==> src/rtl/alu_pkg.sv <==
`default_nettype none

// ==================================================
// Shared definitions for the integer execution unit
// ==================================================

package alu_pkg;

	// Width of the tag that travels with each operation.
	// Four bits are enough to cover the FIFO depth plus the op in flight
	localparam int TAG_W = 4;

	// Operation codes seen on the request port
	typedef enum logic [3:0] {
		// Add and subtract wrap modulo 2**WID
		OP_ADD   = 4'd0,
		OP_SUB   = 4'd1,

		// Bitwise logic on a and b
		OP_AND   = 4'd2,
		OP_OR    = 4'd3,
		OP_XOR   = 4'd4,

		// Shifts take their amount from the low bits of b
		OP_SHL   = 4'd5,
		OP_SHR   = 4'd6,
		OP_SRA   = 4'd7,

		// Set-less-than returns 0 or 1 in the low bit
		OP_SLT   = 4'd8,
		OP_SLTU  = 4'd9,

		// Three operand forms, all signed
		OP_MAX3  = 4'd10,
		OP_MIN3  = 4'd11,

		// Select c when a is zero, b otherwise
		OP_CMOVZ = 4'd12,

		// Low and high halves of the signed product,
		// both handled by the pipelined multiplier
		OP_MUL   = 4'd13,
		OP_MULH  = 4'd14,

		// Signed quotient through the iterative divider
		OP_DIV   = 4'd15
	} alu_op_t;

	// Every code is used, so the core decode needs no illegal case

endpackage

`default_nettype wire

==> src/rtl/alu_core.sv <==
`timescale 1ns/100ps
`default_nettype none

module alu_core import alu_pkg::*; #(
	parameter int WID = 32
) (
	input  logic           clk,
	input  logic           rst_n,
	input  logic           start,
	input  alu_op_t        op,
	input  logic [WID-1:0] a,
	input  logic [WID-1:0] b,
	input  logic [WID-1:0] c,
	output logic [WID-1:0] result,
	output logic           dbz,
	output logic           done
);

	localparam int SH_W = $clog2(WID);

	logic [WID-1:0]          alu_out;
	logic [SH_W-1:0]         shamt;
	logic                    is_mul;
	logic                    is_div;
	logic                    is_single;
	logic signed [2*WID-1:0] prod_s1;
	logic signed [2*WID-1:0] prod_s2;
	logic [1:0]              mul_v;
	logic [1:0]              mul_hi;
	logic [WID-1:0]          div_q;
	logic                    div_dbz;
	logic                    div_done;

	assign shamt = b[SH_W-1:0];
	assign is_mul = (op == OP_MUL) || (op == OP_MULH);
	assign is_div = (op == OP_DIV);
	assign is_single = !is_mul && !is_div;

	// ==================================================
	// Single-cycle path
	// ==================================================

	always_comb
	begin
		alu_out = '0;
		case (op)
			OP_ADD:   alu_out = a + b;
			OP_SUB:   alu_out = a - b;
			OP_AND:   alu_out = a & b;
			OP_OR:    alu_out = a | b;
			OP_XOR:   alu_out = a ^ b;
			OP_SHL:   alu_out = a << shamt;
			OP_SHR:   alu_out = a >> shamt;
			OP_SRA:   alu_out = $signed(a) >>> shamt;
			OP_SLT:   alu_out = {{(WID-1){1'b0}}, $signed(a) < $signed(b)};
			OP_SLTU:  alu_out = {{(WID-1){1'b0}}, a < b};
			OP_MAX3:
			begin
				if ($signed(a) >= $signed(b) && $signed(a) >= $signed(c))
					alu_out = a;
				else if ($signed(b) >= $signed(c))
					alu_out = b;
				else
					alu_out = c;
			end
			OP_MIN3:
			begin
				if ($signed(a) <= $signed(b) && $signed(a) <= $signed(c))
					alu_out = a;
				else if ($signed(b) <= $signed(c))
					alu_out = b;
				else
					alu_out = c;
			end
			OP_CMOVZ: alu_out = (a == '0) ? c : b;
			default:  alu_out = '0;
		endcase
	end

	// ==================================================
	// Multiplier pipeline
	// ==================================================

	// Two product stages here, the result register is the third
	always_ff @(posedge clk)
	begin
		if (start && is_mul)
			prod_s1 <= $signed(a) * $signed(b);
		prod_s2 <= prod_s1;
		mul_hi <= {mul_hi[0], op == OP_MULH};
	end

	alu_divider #(
		.WID(WID)
	) u_div (
		.clk(clk),
		.rst_n(rst_n),
		.start(start && is_div),
		.a(a),
		.b(b),
		.quotient(div_q),
		.dbz(div_dbz),
		.done(div_done)
	);

	// ==================================================
	// Completion
	// ==================================================

	always_ff @(posedge clk or negedge rst_n)
	begin
		if (!rst_n)
		begin
			mul_v <= 2'b00;
			done <= 1'b0;
		end
		else
		begin
			mul_v <= {mul_v[0], start && is_mul};
			done <= (start && is_single) || mul_v[1] || div_done;
		end
	end

	// Only one op is ever in flight, so the three sources never collide
	always_ff @(posedge clk)
	begin
		if (start && is_single)
		begin
			result <= alu_out;
			dbz <= 1'b0;
		end
		else if (mul_v[1])
		begin
			result <= mul_hi[1] ? prod_s2[2*WID-1:WID] : prod_s2[WID-1:0];
			dbz <= 1'b0;
		end
		else if (div_done)
		begin
			result <= div_q;
			dbz <= div_dbz;
		end
	end

endmodule

`default_nettype wire

==> src/rtl/alu_divider.sv <==
`timescale 1ns/100ps
`default_nettype none

module alu_divider #(
	parameter int WID = 32
) (
	input  logic           clk,
	input  logic           rst_n,
	input  logic           start,
	input  logic [WID-1:0] a,
	input  logic [WID-1:0] b,
	output logic [WID-1:0] quotient,
	output logic           dbz,
	output logic           done
);

	localparam int CW = $clog2(WID) + 1;

	logic [WID-1:0] rem;
	logic [WID-1:0] quo;
	logic [WID-1:0] div_mag;
	logic           neg_q;
	logic           zero_div;
	logic [CW-1:0]  cnt;
	logic           running;
	logic           fix;
	logic [WID+1:0] trial;

	// Shift the next dividend bit into the partial remainder and try the subtract
	assign trial = {1'b0, rem, quo[WID-1]} - {2'b00, div_mag};

	always_ff @(posedge clk or negedge rst_n)
	begin
		if (!rst_n)
		begin
			running <= 1'b0;
			fix <= 1'b0;
			done <= 1'b0;
			cnt <= '0;
		end
		else
		begin
			done <= fix;
			fix <= running && (cnt == CW'(1));
			if (start)
			begin
				running <= 1'b1;
				cnt <= CW'(WID);
			end
			else if (running)
			begin
				cnt <= cnt - 1'b1;
				if (cnt == CW'(1))
					running <= 1'b0;
			end
		end
	end

	always_ff @(posedge clk)
	begin
		if (start)
		begin
			// Work on magnitudes. The most negative value stays 2**(WID-1) unsigned
			quo <= a[WID-1] ? -a : a;
			div_mag <= b[WID-1] ? -b : b;
			rem <= '0;
			neg_q <= a[WID-1] ^ b[WID-1];
			zero_div <= (b == '0);
		end
		else if (running)
		begin
			if (!trial[WID+1])
				rem <= trial[WID-1:0];
			else
				rem <= {rem[WID-2:0], quo[WID-1]};
			quo <= {quo[WID-2:0], ~trial[WID+1]};
		end
		if (fix)
		begin
			quotient <= zero_div ? '1 : (neg_q ? -quo : quo);
			dbz <= zero_div;
		end
	end

endmodule

`default_nettype wire

==> src/rtl/alu_issue.sv <==
`timescale 1ns/100ps
`default_nettype none

module alu_issue import alu_pkg::*; #(
	parameter int WID = 32
) (
	input  logic             clk,
	input  logic             rst_n,
	input  logic             in_req,
	output logic             in_ack,
	input  alu_op_t          in_op,
	input  logic [WID-1:0]   in_a,
	input  logic [WID-1:0]   in_b,
	input  logic [WID-1:0]   in_c,
	input  logic [TAG_W-1:0] in_tag,
	input  logic             full,
	output logic             start,
	output alu_op_t          op,
	output logic [WID-1:0]   a,
	output logic [WID-1:0]   b,
	output logic [WID-1:0]   c,
	input  logic             done,
	input  logic [WID-1:0]   result,
	input  logic             dbz,
	output logic             push,
	output logic [WID-1:0]   wr_data,
	output logic             wr_dbz,
	output logic [TAG_W-1:0] wr_tag
);

	typedef enum logic [1:0] {
		S_IDLE,
		S_BUSY,
		S_RELEASE
	} issue_state_t;

	issue_state_t     state;
	logic [TAG_W-1:0] tag_q;
	logic             accept;

	// A full FIFO holds off capture, which holds off in_ack
	assign accept = (state == S_IDLE) && in_req && !full;

	// The result goes straight into the FIFO in the cycle done is seen
	assign push = (state == S_BUSY) && done;
	assign wr_data = result;
	assign wr_dbz = dbz;
	assign wr_tag = tag_q;

	always_ff @(posedge clk or negedge rst_n)
	begin
		if (!rst_n)
		begin
			state <= S_IDLE;
			in_ack <= 1'b0;
			start <= 1'b0;
		end
		else
		begin
			start <= accept;
			// The requester may drop in_req while the core is still working
			if (state != S_IDLE && !in_req)
				in_ack <= 1'b0;
			case (state)
				S_IDLE:
					if (accept)
					begin
						in_ack <= 1'b1;
						state <= S_BUSY;
					end
				S_BUSY:
					if (done)
						state <= S_RELEASE;
				default:
					// With in_ack already low, a high in_req is the next request
					if (!in_req || !in_ack)
						state <= S_IDLE;
			endcase
		end
	end

	always_ff @(posedge clk)
	begin
		if (accept)
		begin
			op <= in_op;
			a <= in_a;
			b <= in_b;
			c <= in_c;
			tag_q <= in_tag;
		end
	end

endmodule

`default_nettype wire

==> src/rtl/alu_unit_top.sv <==
`timescale 1ns/100ps
`default_nettype none

module alu_unit_top import alu_pkg::*; #(
	parameter int WID   = 32,
	parameter int DEPTH = 4
) (
	input  logic             clk,
	input  logic             rst_n,
	input  logic             in_req,
	output logic             in_ack,
	input  alu_op_t          in_op,
	input  logic [WID-1:0]   in_a,
	input  logic [WID-1:0]   in_b,
	input  logic [WID-1:0]   in_c,
	input  logic [TAG_W-1:0] in_tag,
	output logic             out_req,
	input  logic             out_ack,
	output logic [WID-1:0]   out_data,
	output logic             out_dbz,
	output logic [TAG_W-1:0] out_tag
);

	// Issue to core
	logic             start;
	alu_op_t          op;
	logic [WID-1:0]   a;
	logic [WID-1:0]   b;
	logic [WID-1:0]   c;
	logic             done;
	logic [WID-1:0]   result;
	logic             dbz;

	// Issue to FIFO and FIFO to result port
	logic             push;
	logic [WID-1:0]   wr_data;
	logic             wr_dbz;
	logic [TAG_W-1:0] wr_tag;
	logic             pop;
	logic [WID-1:0]   rd_data;
	logic             rd_dbz;
	logic [TAG_W-1:0] rd_tag;
	logic             full;
	logic             empty;

	alu_issue #(.WID(WID)) u_issue (
		.clk(clk), .rst_n(rst_n),
		.in_req(in_req), .in_ack(in_ack), .in_op(in_op),
		.in_a(in_a), .in_b(in_b), .in_c(in_c), .in_tag(in_tag),
		.full(full), .start(start), .op(op), .a(a), .b(b), .c(c),
		.done(done), .result(result), .dbz(dbz),
		.push(push), .wr_data(wr_data), .wr_dbz(wr_dbz), .wr_tag(wr_tag)
	);

	alu_core #(.WID(WID)) u_core (
		.clk(clk), .rst_n(rst_n), .start(start), .op(op),
		.a(a), .b(b), .c(c), .result(result), .dbz(dbz), .done(done)
	);

	result_fifo #(.WID(WID), .DEPTH(DEPTH)) u_fifo (
		.clk(clk), .rst_n(rst_n),
		.push(push), .wr_data(wr_data), .wr_dbz(wr_dbz), .wr_tag(wr_tag),
		.pop(pop), .rd_data(rd_data), .rd_dbz(rd_dbz), .rd_tag(rd_tag),
		.full(full), .empty(empty)
	);

	result_port #(.WID(WID)) u_port (
		.clk(clk), .rst_n(rst_n), .empty(empty), .pop(pop),
		.rd_data(rd_data), .rd_dbz(rd_dbz), .rd_tag(rd_tag),
		.out_req(out_req), .out_ack(out_ack),
		.out_data(out_data), .out_dbz(out_dbz), .out_tag(out_tag)
	);

endmodule

`default_nettype wire

==> src/rtl/result_fifo.sv <==
`timescale 1ns/100ps
`default_nettype none

module result_fifo import alu_pkg::*; #(
	parameter int WID   = 32,
	parameter int DEPTH = 4
) (
	input  logic             clk,
	input  logic             rst_n,
	input  logic             push,
	input  logic [WID-1:0]   wr_data,
	input  logic             wr_dbz,
	input  logic [TAG_W-1:0] wr_tag,
	input  logic             pop,
	output logic [WID-1:0]   rd_data,
	output logic             rd_dbz,
	output logic [TAG_W-1:0] rd_tag,
	output logic             full,
	output logic             empty
);

	localparam int AW = $clog2(DEPTH);

	logic [WID-1:0]   data_mem [DEPTH];
	logic             dbz_mem  [DEPTH];
	logic [TAG_W-1:0] tag_mem  [DEPTH];
	logic [AW:0]      wr_ptr;
	logic [AW:0]      rd_ptr;

	// The extra pointer bit tells a full buffer from an empty one
	assign empty = (wr_ptr == rd_ptr);
	assign full = (wr_ptr == {~rd_ptr[AW], rd_ptr[AW-1:0]});

	assign rd_data = data_mem[rd_ptr[AW-1:0]];
	assign rd_dbz = dbz_mem[rd_ptr[AW-1:0]];
	assign rd_tag = tag_mem[rd_ptr[AW-1:0]];

	always_ff @(posedge clk or negedge rst_n)
	begin
		if (!rst_n)
		begin
			wr_ptr <= '0;
			rd_ptr <= '0;
		end
		else
		begin
			if (push && !full)
				wr_ptr <= wr_ptr + 1'b1;
			if (pop && !empty)
				rd_ptr <= rd_ptr + 1'b1;
		end
	end

	always_ff @(posedge clk)
	begin
		if (push && !full)
		begin
			data_mem[wr_ptr[AW-1:0]] <= wr_data;
			dbz_mem[wr_ptr[AW-1:0]] <= wr_dbz;
			tag_mem[wr_ptr[AW-1:0]] <= wr_tag;
		end
	end

endmodule

`default_nettype wire

==> src/rtl/result_port.sv <==
`timescale 1ns/100ps
`default_nettype none

module result_port import alu_pkg::*; #(
	parameter int WID = 32
) (
	input  logic             clk,
	input  logic             rst_n,
	input  logic             empty,
	output logic             pop,
	input  logic [WID-1:0]   rd_data,
	input  logic             rd_dbz,
	input  logic [TAG_W-1:0] rd_tag,
	output logic             out_req,
	input  logic             out_ack,
	output logic [WID-1:0]   out_data,
	output logic             out_dbz,
	output logic [TAG_W-1:0] out_tag
);

	typedef enum logic [1:0] {
		P_IDLE,
		P_REQ,
		P_RELEASE
	} port_state_t;

	port_state_t state;

	// Take the head only when the previous handshake has fully closed
	assign pop = (state == P_IDLE) && !empty;

	always_ff @(posedge clk or negedge rst_n)
	begin
		if (!rst_n)
		begin
			state <= P_IDLE;
			out_req <= 1'b0;
		end
		else
		begin
			case (state)
				P_IDLE:
					if (pop)
					begin
						out_req <= 1'b1;
						state <= P_REQ;
					end
				P_REQ:
					if (out_ack)
					begin
						out_req <= 1'b0;
						state <= P_RELEASE;
					end
				default:
					if (!out_ack)
						state <= P_IDLE;
			endcase
		end
	end

	always_ff @(posedge clk)
	begin
		if (pop)
		begin
			out_data <= rd_data;
			out_dbz <= rd_dbz;
			out_tag <= rd_tag;
		end
	end

endmodule

`default_nettype wire

==> config.mk <==
export PLATFORM = sky130hd
export DESIGN_NAME = alu_unit_top
export DESIGN_NICKNAME = d
export VERILOG_FILES = /design/src/rtl/alu_pkg.sv /design/src/rtl/alu_core.sv /design/src/rtl/alu_divider.sv /design/src/rtl/alu_issue.sv /design/src/rtl/alu_unit_top.sv /design/src/rtl/result_fifo.sv /design/src/rtl/result_port.sv
export SDC_FILE = /design/constraint.sdc
export NUM_CORES = 2
export LEC_CHECK = 0
export BUFFER_PORTS_ARGS = -buffer_cell sky130_fd_sc_hd__buf_2
export CORE_MARGIN = 1.5
export CORE_UTILIZATION = 65
export CTS_CLUSTER_SIZE = 16
export DETAILED_ROUTE_END_ITERATION = 12
export PLACE_DENSITY_LB_ADDON = 0.08
export SLEW_MARGIN = 20
export SYNTH_ARGS = -nofsm -noshare
export SYNTH_HDL_FRONTEND = slang
export SYNTH_SLANG_ARGS = --single-unit
==> constraint.sdc <==
create_clock -name clk -period 11.6 [get_ports clk]
set_input_delay 0.58 -clock clk [delete_from_list [all_inputs] [get_ports clk]]
set_output_delay 0.58 -clock clk [all_outputs]
set_load 0.02 [all_outputs]
**After elaboration in Yosys (flattened, before gate mapping)**

Memory sizes are Yosys's and may differ from the RTL's. A register that Yosys moved wholly into a read port is not among the register bits.
Index checks and enable logic that the tools add are counted.

- ROM bits: 0
- Output and inout bits: 39
- RAM bits: 148
- Memories: 3
- Bits in latches: 0
- Flip-flop bits (word level): 423
- Input bits: 108
- Word-level logic and storage cells: 161

- Equality and inequality tests: 25
- Multipliers: 1
- Order comparisons: 8
- Bitwise operators: 6
- Mux-type cells: 37
- Shifts and indexed selects: 3
- Div/mod/pow operators: 0
- Reduce and logical (&&, ||, !) cells: 38
- Add/sub/neg operators: 9

Memory list:

| name | depth | bits a word | read ports | clocked after memory_dff | wr ports | line | text |
|---|---|---|---|---|---|---|---|
| u_fifo.data_mem | 4 | 32 | 1 | 1 | 1 | result_fifo.sv:24 | `logic [WID-1:0] data_mem [DEPTH];` |
| u_fifo.tag_mem | 4 | 4 | 1 | 1 | 1 | result_fifo.sv:26 | `logic [TAG_W-1:0] tag_mem [DEPTH];` |
| u_fifo.dbz_mem | 4 | 1 | 1 | 1 | 1 | result_fifo.sv:25 | `logic dbz_mem [DEPTH];` |

Operators by type and width:

| kind | count |
|---|---|
| 2-to-1 mux 32 bit | 14 |
| one-hot mux 32 bit (13 select lines) | 1 |
| greater-or-equal comparator 32 bit | 3 |
| <= comparator 32 bit | 3 |
| negation 32 bit | 3 |
| logical NOT 32 bit | 2 |
| less-than comparator 32 bit | 2 |
| multiplier 32 x 32 -> 64 bit | 1 |
| subtractor 33 x 32 -> 34 bit | 1 |
| adder 32 bit | 1 |
| AND 32 bit | 1 |
| equality test 4 bit (second input constant) | 8 |
| OR 32 bit | 1 |
| << shifter 32 x 5 -> 32 bit | 1 |
| >> shifter 32 x 5 -> 32 bit | 1 |
| >>> shifter 32 x 5 -> 32 bit | 1 |
| subtractor 32 bit | 1 |
| bitwise XOR 32 bit | 1 |
| 2-to-1 mux 31 bit | 1 |
| equality test 4 x 3 -> 1 bit (second input constant) | 4 |
| logical AND 1 bit | 14 |
| 2-to-1 mux 2 bit | 6 |
| 2-to-1 mux 6 bit | 2 |
| 2-to-1 mux 1 bit | 10 |
| 22 further kinds | 44 |

**Depth between registers and ports, before layout**

- Word-level depth: 7
- Gate-level depth with buffers: 33
- Gate-level depth less buffers: 28

**By module**

A second synthesis with hierarchy kept.

- Cells, all modules: 7,436
- Area, all modules: 71,474.8 µm²

Modules (own cells, without submodules):

| module | times used | area an instance (µm²) | cells an instance |
|---|---|---|---|
| alu_core | 1 | 51,917.3 | 6,026 |
| alu_divider | 1 | 8,941.1 | 964 |
| result_fifo | 1 | 5,838.1 | 243 |
| alu_issue | 1 | 3,542.1 | 153 |
| result_port | 1 | 1,236.2 | 50 |

**Worst setup path after synthesis**

Ideal clock, no wire load.

- Path kind: register -> register
- Start: reg u_issue.b[1]
- End: reg u_core.prod_s1[63] (data pin)
- Buffers on the path: 5
- Slack: 2.687 ns
- Cell stages (with the launch flop): 30
- Clock period less this slack: 8.913 ns
- Library setup time: 0.260 ns
- Data arrival time: 8.653 ns
- Path through: edfxtp_1 -> clkbuf_1 -> clkinv_1 -> buf_1 -> buf_1 -> clkbuf_1 -> buf_1 -> nor2_1 -> fa_1 -> inv_1 -> fa_1 -> fa_1 -> fa_1 -> inv_1 -> fa_1 -> fa_1 -> fa_1 -> fa_1 -> ha_1 -> a21oi_1 -> o211ai_1 -> a211oi_1 -> o21ai_0 -> o22ai_1 -> o211ai_1 -> a221o_1 -> o211a_1 -> a41oi_1 -> a31oi_1 -> xnor2_1

- Longest elaborated chain between the ends: 1

Ends and longest elaborated chain:

| element | line | text |
|---|---|---|
| start: declaration | alu_issue.sv:20 | `output logic [WID-1:0] b,` |
| start signal: assignment | alu_issue.sv:88 | `b <= in_b;` |
| multiplier 32 x 32 -> 64 bit | alu_core.sv:88 | `prod_s1 <= $signed(a) * $signed(b);` |
| end signal: assignment | alu_core.sv:88 |  |
| end: declaration | alu_core.sv:26 | `logic signed [2*WID-1:0] prod_s1;` |

Every way passes these cells.
A chain may end at the register's enable or synchronous reset.

**Worst setup path after layout**

- Start: reg u_issue.b[4]
- End: reg u_core.prod_s1[63] (data pin)

The elaborated chain is that of the path after synthesis.

==> impl_metrics.env <==
export IMPL_status="finished, final reports clean"
export IMPL_synth_seq_cells=608
export IMPL_synth_common_cells="inv_1 (1126), fa_1 (1085), nand2_1 (837), nor2_1 (768), edfxtp_1 (484)"
export IMPL_antenna_found_initial=11
export IMPL_worst_slew_pin_transition_ns=1.282
export IMPL_coreArea_mm2=0.1071
export IMPL_clk_latency_ns=0.69
export IMPL_cts_sinks=608
export IMPL_tns_ns=0
export IMPL_fill_cells=7962
export IMPL_fin_crit_sh=0.8249
export IMPL_finalMaxSlewViolations=0
export IMPL_critical_path_endpoint="u_core.prod_s1[63]"
export IMPL_start_util=0.6554
export IMPL_dr_pass1_iters=7
export IMPL_endpoint_kind="flip-flop"
export IMPL_die_area_mm2=0.1099
export IMPL_yosysMostFrequentCell="inv_1"
export IMPL_setup_violations=0
export IMPL_rr_endpoint="u_core.prod_s1[63]"
export IMPL_wire_per_inst_um=30.00
export IMPL_maxCapViolations=0
export IMPL_skew_ns=0.04474
export IMPL_area_delta_synth_final_pct=6.668
export IMPL_worstPathCellList="buf_4 > inv_1 > buf_4 > nor2_1 > fa_1 > fa_1 > fa_1 > buf_4 > fa_1 > inv_1 > fa_1 > fa_1 > fa_1 > fa_1 > inv_1 > ha_1 > and3_1 > o21ai_0 > o211ai_1 > a221o_1 > o211a_1 > a41oi_1 > a31oi_1 > xnor2_1"
export IMPL_drtIter0Drc=7650
export IMPL_dominantRegCellSynth="edfxtp_1"
export IMPL_viasPerCell=6.545
export IMPL_row_count=120
export IMPL_cp_start_kind="flip-flop"
export IMPL_regToRegSetupSlack_ns=2.03
export IMPL_synth_top_area_frac=0.3096
export IMPL_worstPathRequired_ns=11.99
export IMPL_max_freq_ghz=0.1045
export IMPL_path_class="reg2reg"
export IMPL_crit_fanout=46
export IMPL_via_count=56720
export IMPL_crit_start="u_issue.b[4]"
export IMPL_crit_arrival_ns=9.96
export IMPL_synth_fp_nets=8835
export IMPL_yosys_warnings=0
export IMPL_rr_startpoint="u_issue.b[4]"
export IMPL_fin_crit_ns=9.569
export IMPL_synth_area_leaders="fa_1 (31%), edfxtp_1 (21%), ha_1 (6.9%), inv_1 (6.0%), nand2_1 (4.5%)"
export IMPL_drt_wl_total_um=260000
export IMPL_hold_viol_final=0
export IMPL_hold_class="in2reg"
export IMPL_grt_pass1_vias=57890
export IMPL_synth_edf_count=484
export IMPL_cts_buffer_depth=3
export IMPL_slew_headroom=0.1452
export IMPL_grt_pass1_wl_um=385400
export IMPL_crit_buf_inv=6
export IMPL_synth_distinct_cells=81
export IMPL_ant_nets=0
export IMPL_detailed_place_hpwl_um=195800
export IMPL_syn_cell_area_mm2=0.07016
export IMPL_fp_dieH_um=331.5
export IMPL_ioPinCount=147
export IMPL_crit_top_cell="fa_1"
export IMPL_max_stage_delay_ns=0.84
export IMPL_slowest_stage="nor2_1"
export IMPL_die_x_um=331.5
export IMPL_drive_gt1_frac=0.07603
export IMPL_grt_total_usage=0.4844
export IMPL_crit_cells=24
export IMPL_critPathTopFamily="adder cells"
export IMPL_root_buffer="clkbuf_16"
export IMPL_io_buffers=146
export IMPL_cts_clk_slew_worst_paths_ns=0.08
export IMPL_numCtsBuffers=69
export IMPL_fin_nets=8785
export IMPL_grt_overflow=0
export IMPL_cts_resized=0
export IMPL_synth_largest_area_cell="fa_1"
export IMPL_htree_levels=3
export IMPL_grt_max_degree=94
export IMPL_gp_congestion=1.083
export IMPL_ff2ff_path_depth=24
export IMPL_cts_tree="done"
export IMPL_ys_seq_area_frac=0.2443
export IMPL_grt_setup_unrepaired="false"
export IMPL_synthArstFlopShare=0.04112
export IMPL_syn_area_per_cell_um2=9.672
export IMPL_post_route_drc_count=0
export IMPL_synthCells=7254
==> worst min path at each step <==
stage | from | end | slack, ns | cells after the start
6_report | in_a[21] | u_issue.a[21] | 0.07 | 1
4_1_cts | in_a[21] | u_issue.a[21] | 0.04 | 1
3_3_place_gp | u_core.mul_hi[0] | u_core.mul_hi[1] | 0.31 | 0
3_5_place_dp | u_core.mul_hi[0] | u_core.mul_hi[1] | 0.31 | 0
2_1_floorplan | rst_n | u_core.done | 0.28 | 0
5_1_grt | in_b[30] | u_issue.b[30] | 0.05 | 1
==> registers in the layout, indices dropped and copies added (netlist names), 3 cells and up <==
| register | count |
|---|---|
| u_issue.a | 32 |
| u_port.out_data | 32 |
| u_fifo.dbz_mem | 4 |
| u_fifo.rd_ptr | 3 |
| u_core.prod_s1 | 64 |
| u_core.prod_s2 | 64 |
| u_core.result | 32 |
| u_issue.wr_tag | 4 |
| u_issue.c | 32 |
| u_core.u_div.quotient | 32 |
| u_issue.op | 4 |
| u_core.u_div.div_mag | 32 |
| u_fifo.tag_mem | 16 |
| u_issue.b | 32 |
| u_fifo.data_mem | 128 |
| u_fifo.wr_ptr | 3 |
| u_core.u_div.rem | 32 |
| u_port.out_tag | 4 |
| u_core.u_div.quo | 32 |
| u_core.u_div.cnt | 6 |
==> layer usage <==
| layer | vias up | routed length (µm) | part of all wire | global-route usage |
|---|---|---|---|---|
| met5 | - | 230 | 0.00088 | 0 |
| met4 | 14 | 22520 | 0.087 | 0.3173 |
| met3 | 1060 | 42950 | 0.17 | 0.2187 |
| met2 | 4416 | 105000 | 0.40 | 0.6685 |
| met1 | 27730 | 89310 | 0.34 | 0.6154 |
| li1 | 23500 | - | - | - |
==> through the flow <==
step	instance area [µm²]	cells	setup WS [ns]	utilization	hold slack, ns
finish	74840	8667	2.031	0.6991	0.06813
global route	74830	8663	1.804	0.6990	0.05145
global placement	72350	8534	2.445	0.6759	0.3135
detailed placement	72350	8534	2.328	0.6759	0.3138
CTS	74800	8662	2.302	0.6987	0.04327
floorplan	70160	7254	2.687	-	0.2844
==> kinds of logic after synthesis <==
| family | synth area share |
|---|---|
| fa+ha+maj | 0.3788 |
| simple gates | 0.1155 |
| compound gates | 0.1099 |
| buf+inv | 0.08527 |
| flops | 0.2443 |
| xor+xnor | 0.02659 |
| mux | 0.03957 |
==> timing repair <==
action                                 CTS  global route
hold buffers                             1             0
endpoints found under the hold margin   25             0
setup buffers                            0             0
==> cell type report <==
type,instances,area (µm²),area share
antenna,4,10.01,0.0001338
clock buffer,83,1809,0.02418
clock inverter,44,631.9,0.008443
inverter,1159,4352,0.05815
multi-input combinational,5057,47160,0.6301
sequential,608,17150,0.2291
tap,1403,1755,0.02346
timing repair buffer,309,1977,0.02642
==> placed cells by master, fill, tap and decap left out, types with 15 or more instances in the layout <==
| cell type | netlist | final |
|---|---|---|
| o21bai_1 | 17 | 17 |
| nand2b_1 | 54 | 54 |
| nand4_1 | 28 | 28 |
| nand2_1 | 837 | 836 |
| a211o_1 | 16 | 16 |
| o31ai_1 | 39 | 39 |
| a211oi_1 | 39 | 38 |
| nor2b_1 | 29 | 29 |
| clkbuf_16 | 0 | 69 |
| inv_1 | 1126 | 1124 |
| xor2_1 | 58 | 58 |
| o211ai_1 | 125 | 125 |
| edfxtp_1 | 484 | 484 |
| o21a_1 | 29 | 29 |
| mux2i_1 | 148 | 148 |
| fa_1 | 1085 | 1085 |
| a21oi_1 | 307 | 305 |
| mux4_2 | 53 | 53 |
| o21ai_0 | 348 | 347 |
| nor2_1 | 768 | 766 |
| nand3_1 | 43 | 42 |
| a221oi_1 | 24 | 24 |
| or3_1 | 23 | 22 |
| or4_1 | 19 | 19 |
| a21o_1 | 58 | 58 |
| a32oi_1 | 25 | 25 |
| xnor2_1 | 155 | 155 |
| nor3_1 | 51 | 47 |
| and3_1 | 20 | 20 |
| a2111oi_0 | 17 | 15 |
| a31oi_1 | 24 | 23 |
| a22oi_1 | 33 | 33 |
| nor4_1 | 23 | 23 |
| buf_4 | 0 | 160 |
| buf_2 | 2 | 146 |
| dfrtp_1 | 25 | 23 |
| dfxtp_1 | 99 | 98 |
| clkinv_1 | 22 | 24 |
| ha_1 | 388 | 388 |
Power is left out: the tool's default activity adds up to more than one toggle a clock period on the data nets, which glitch-free logic cannot reach.
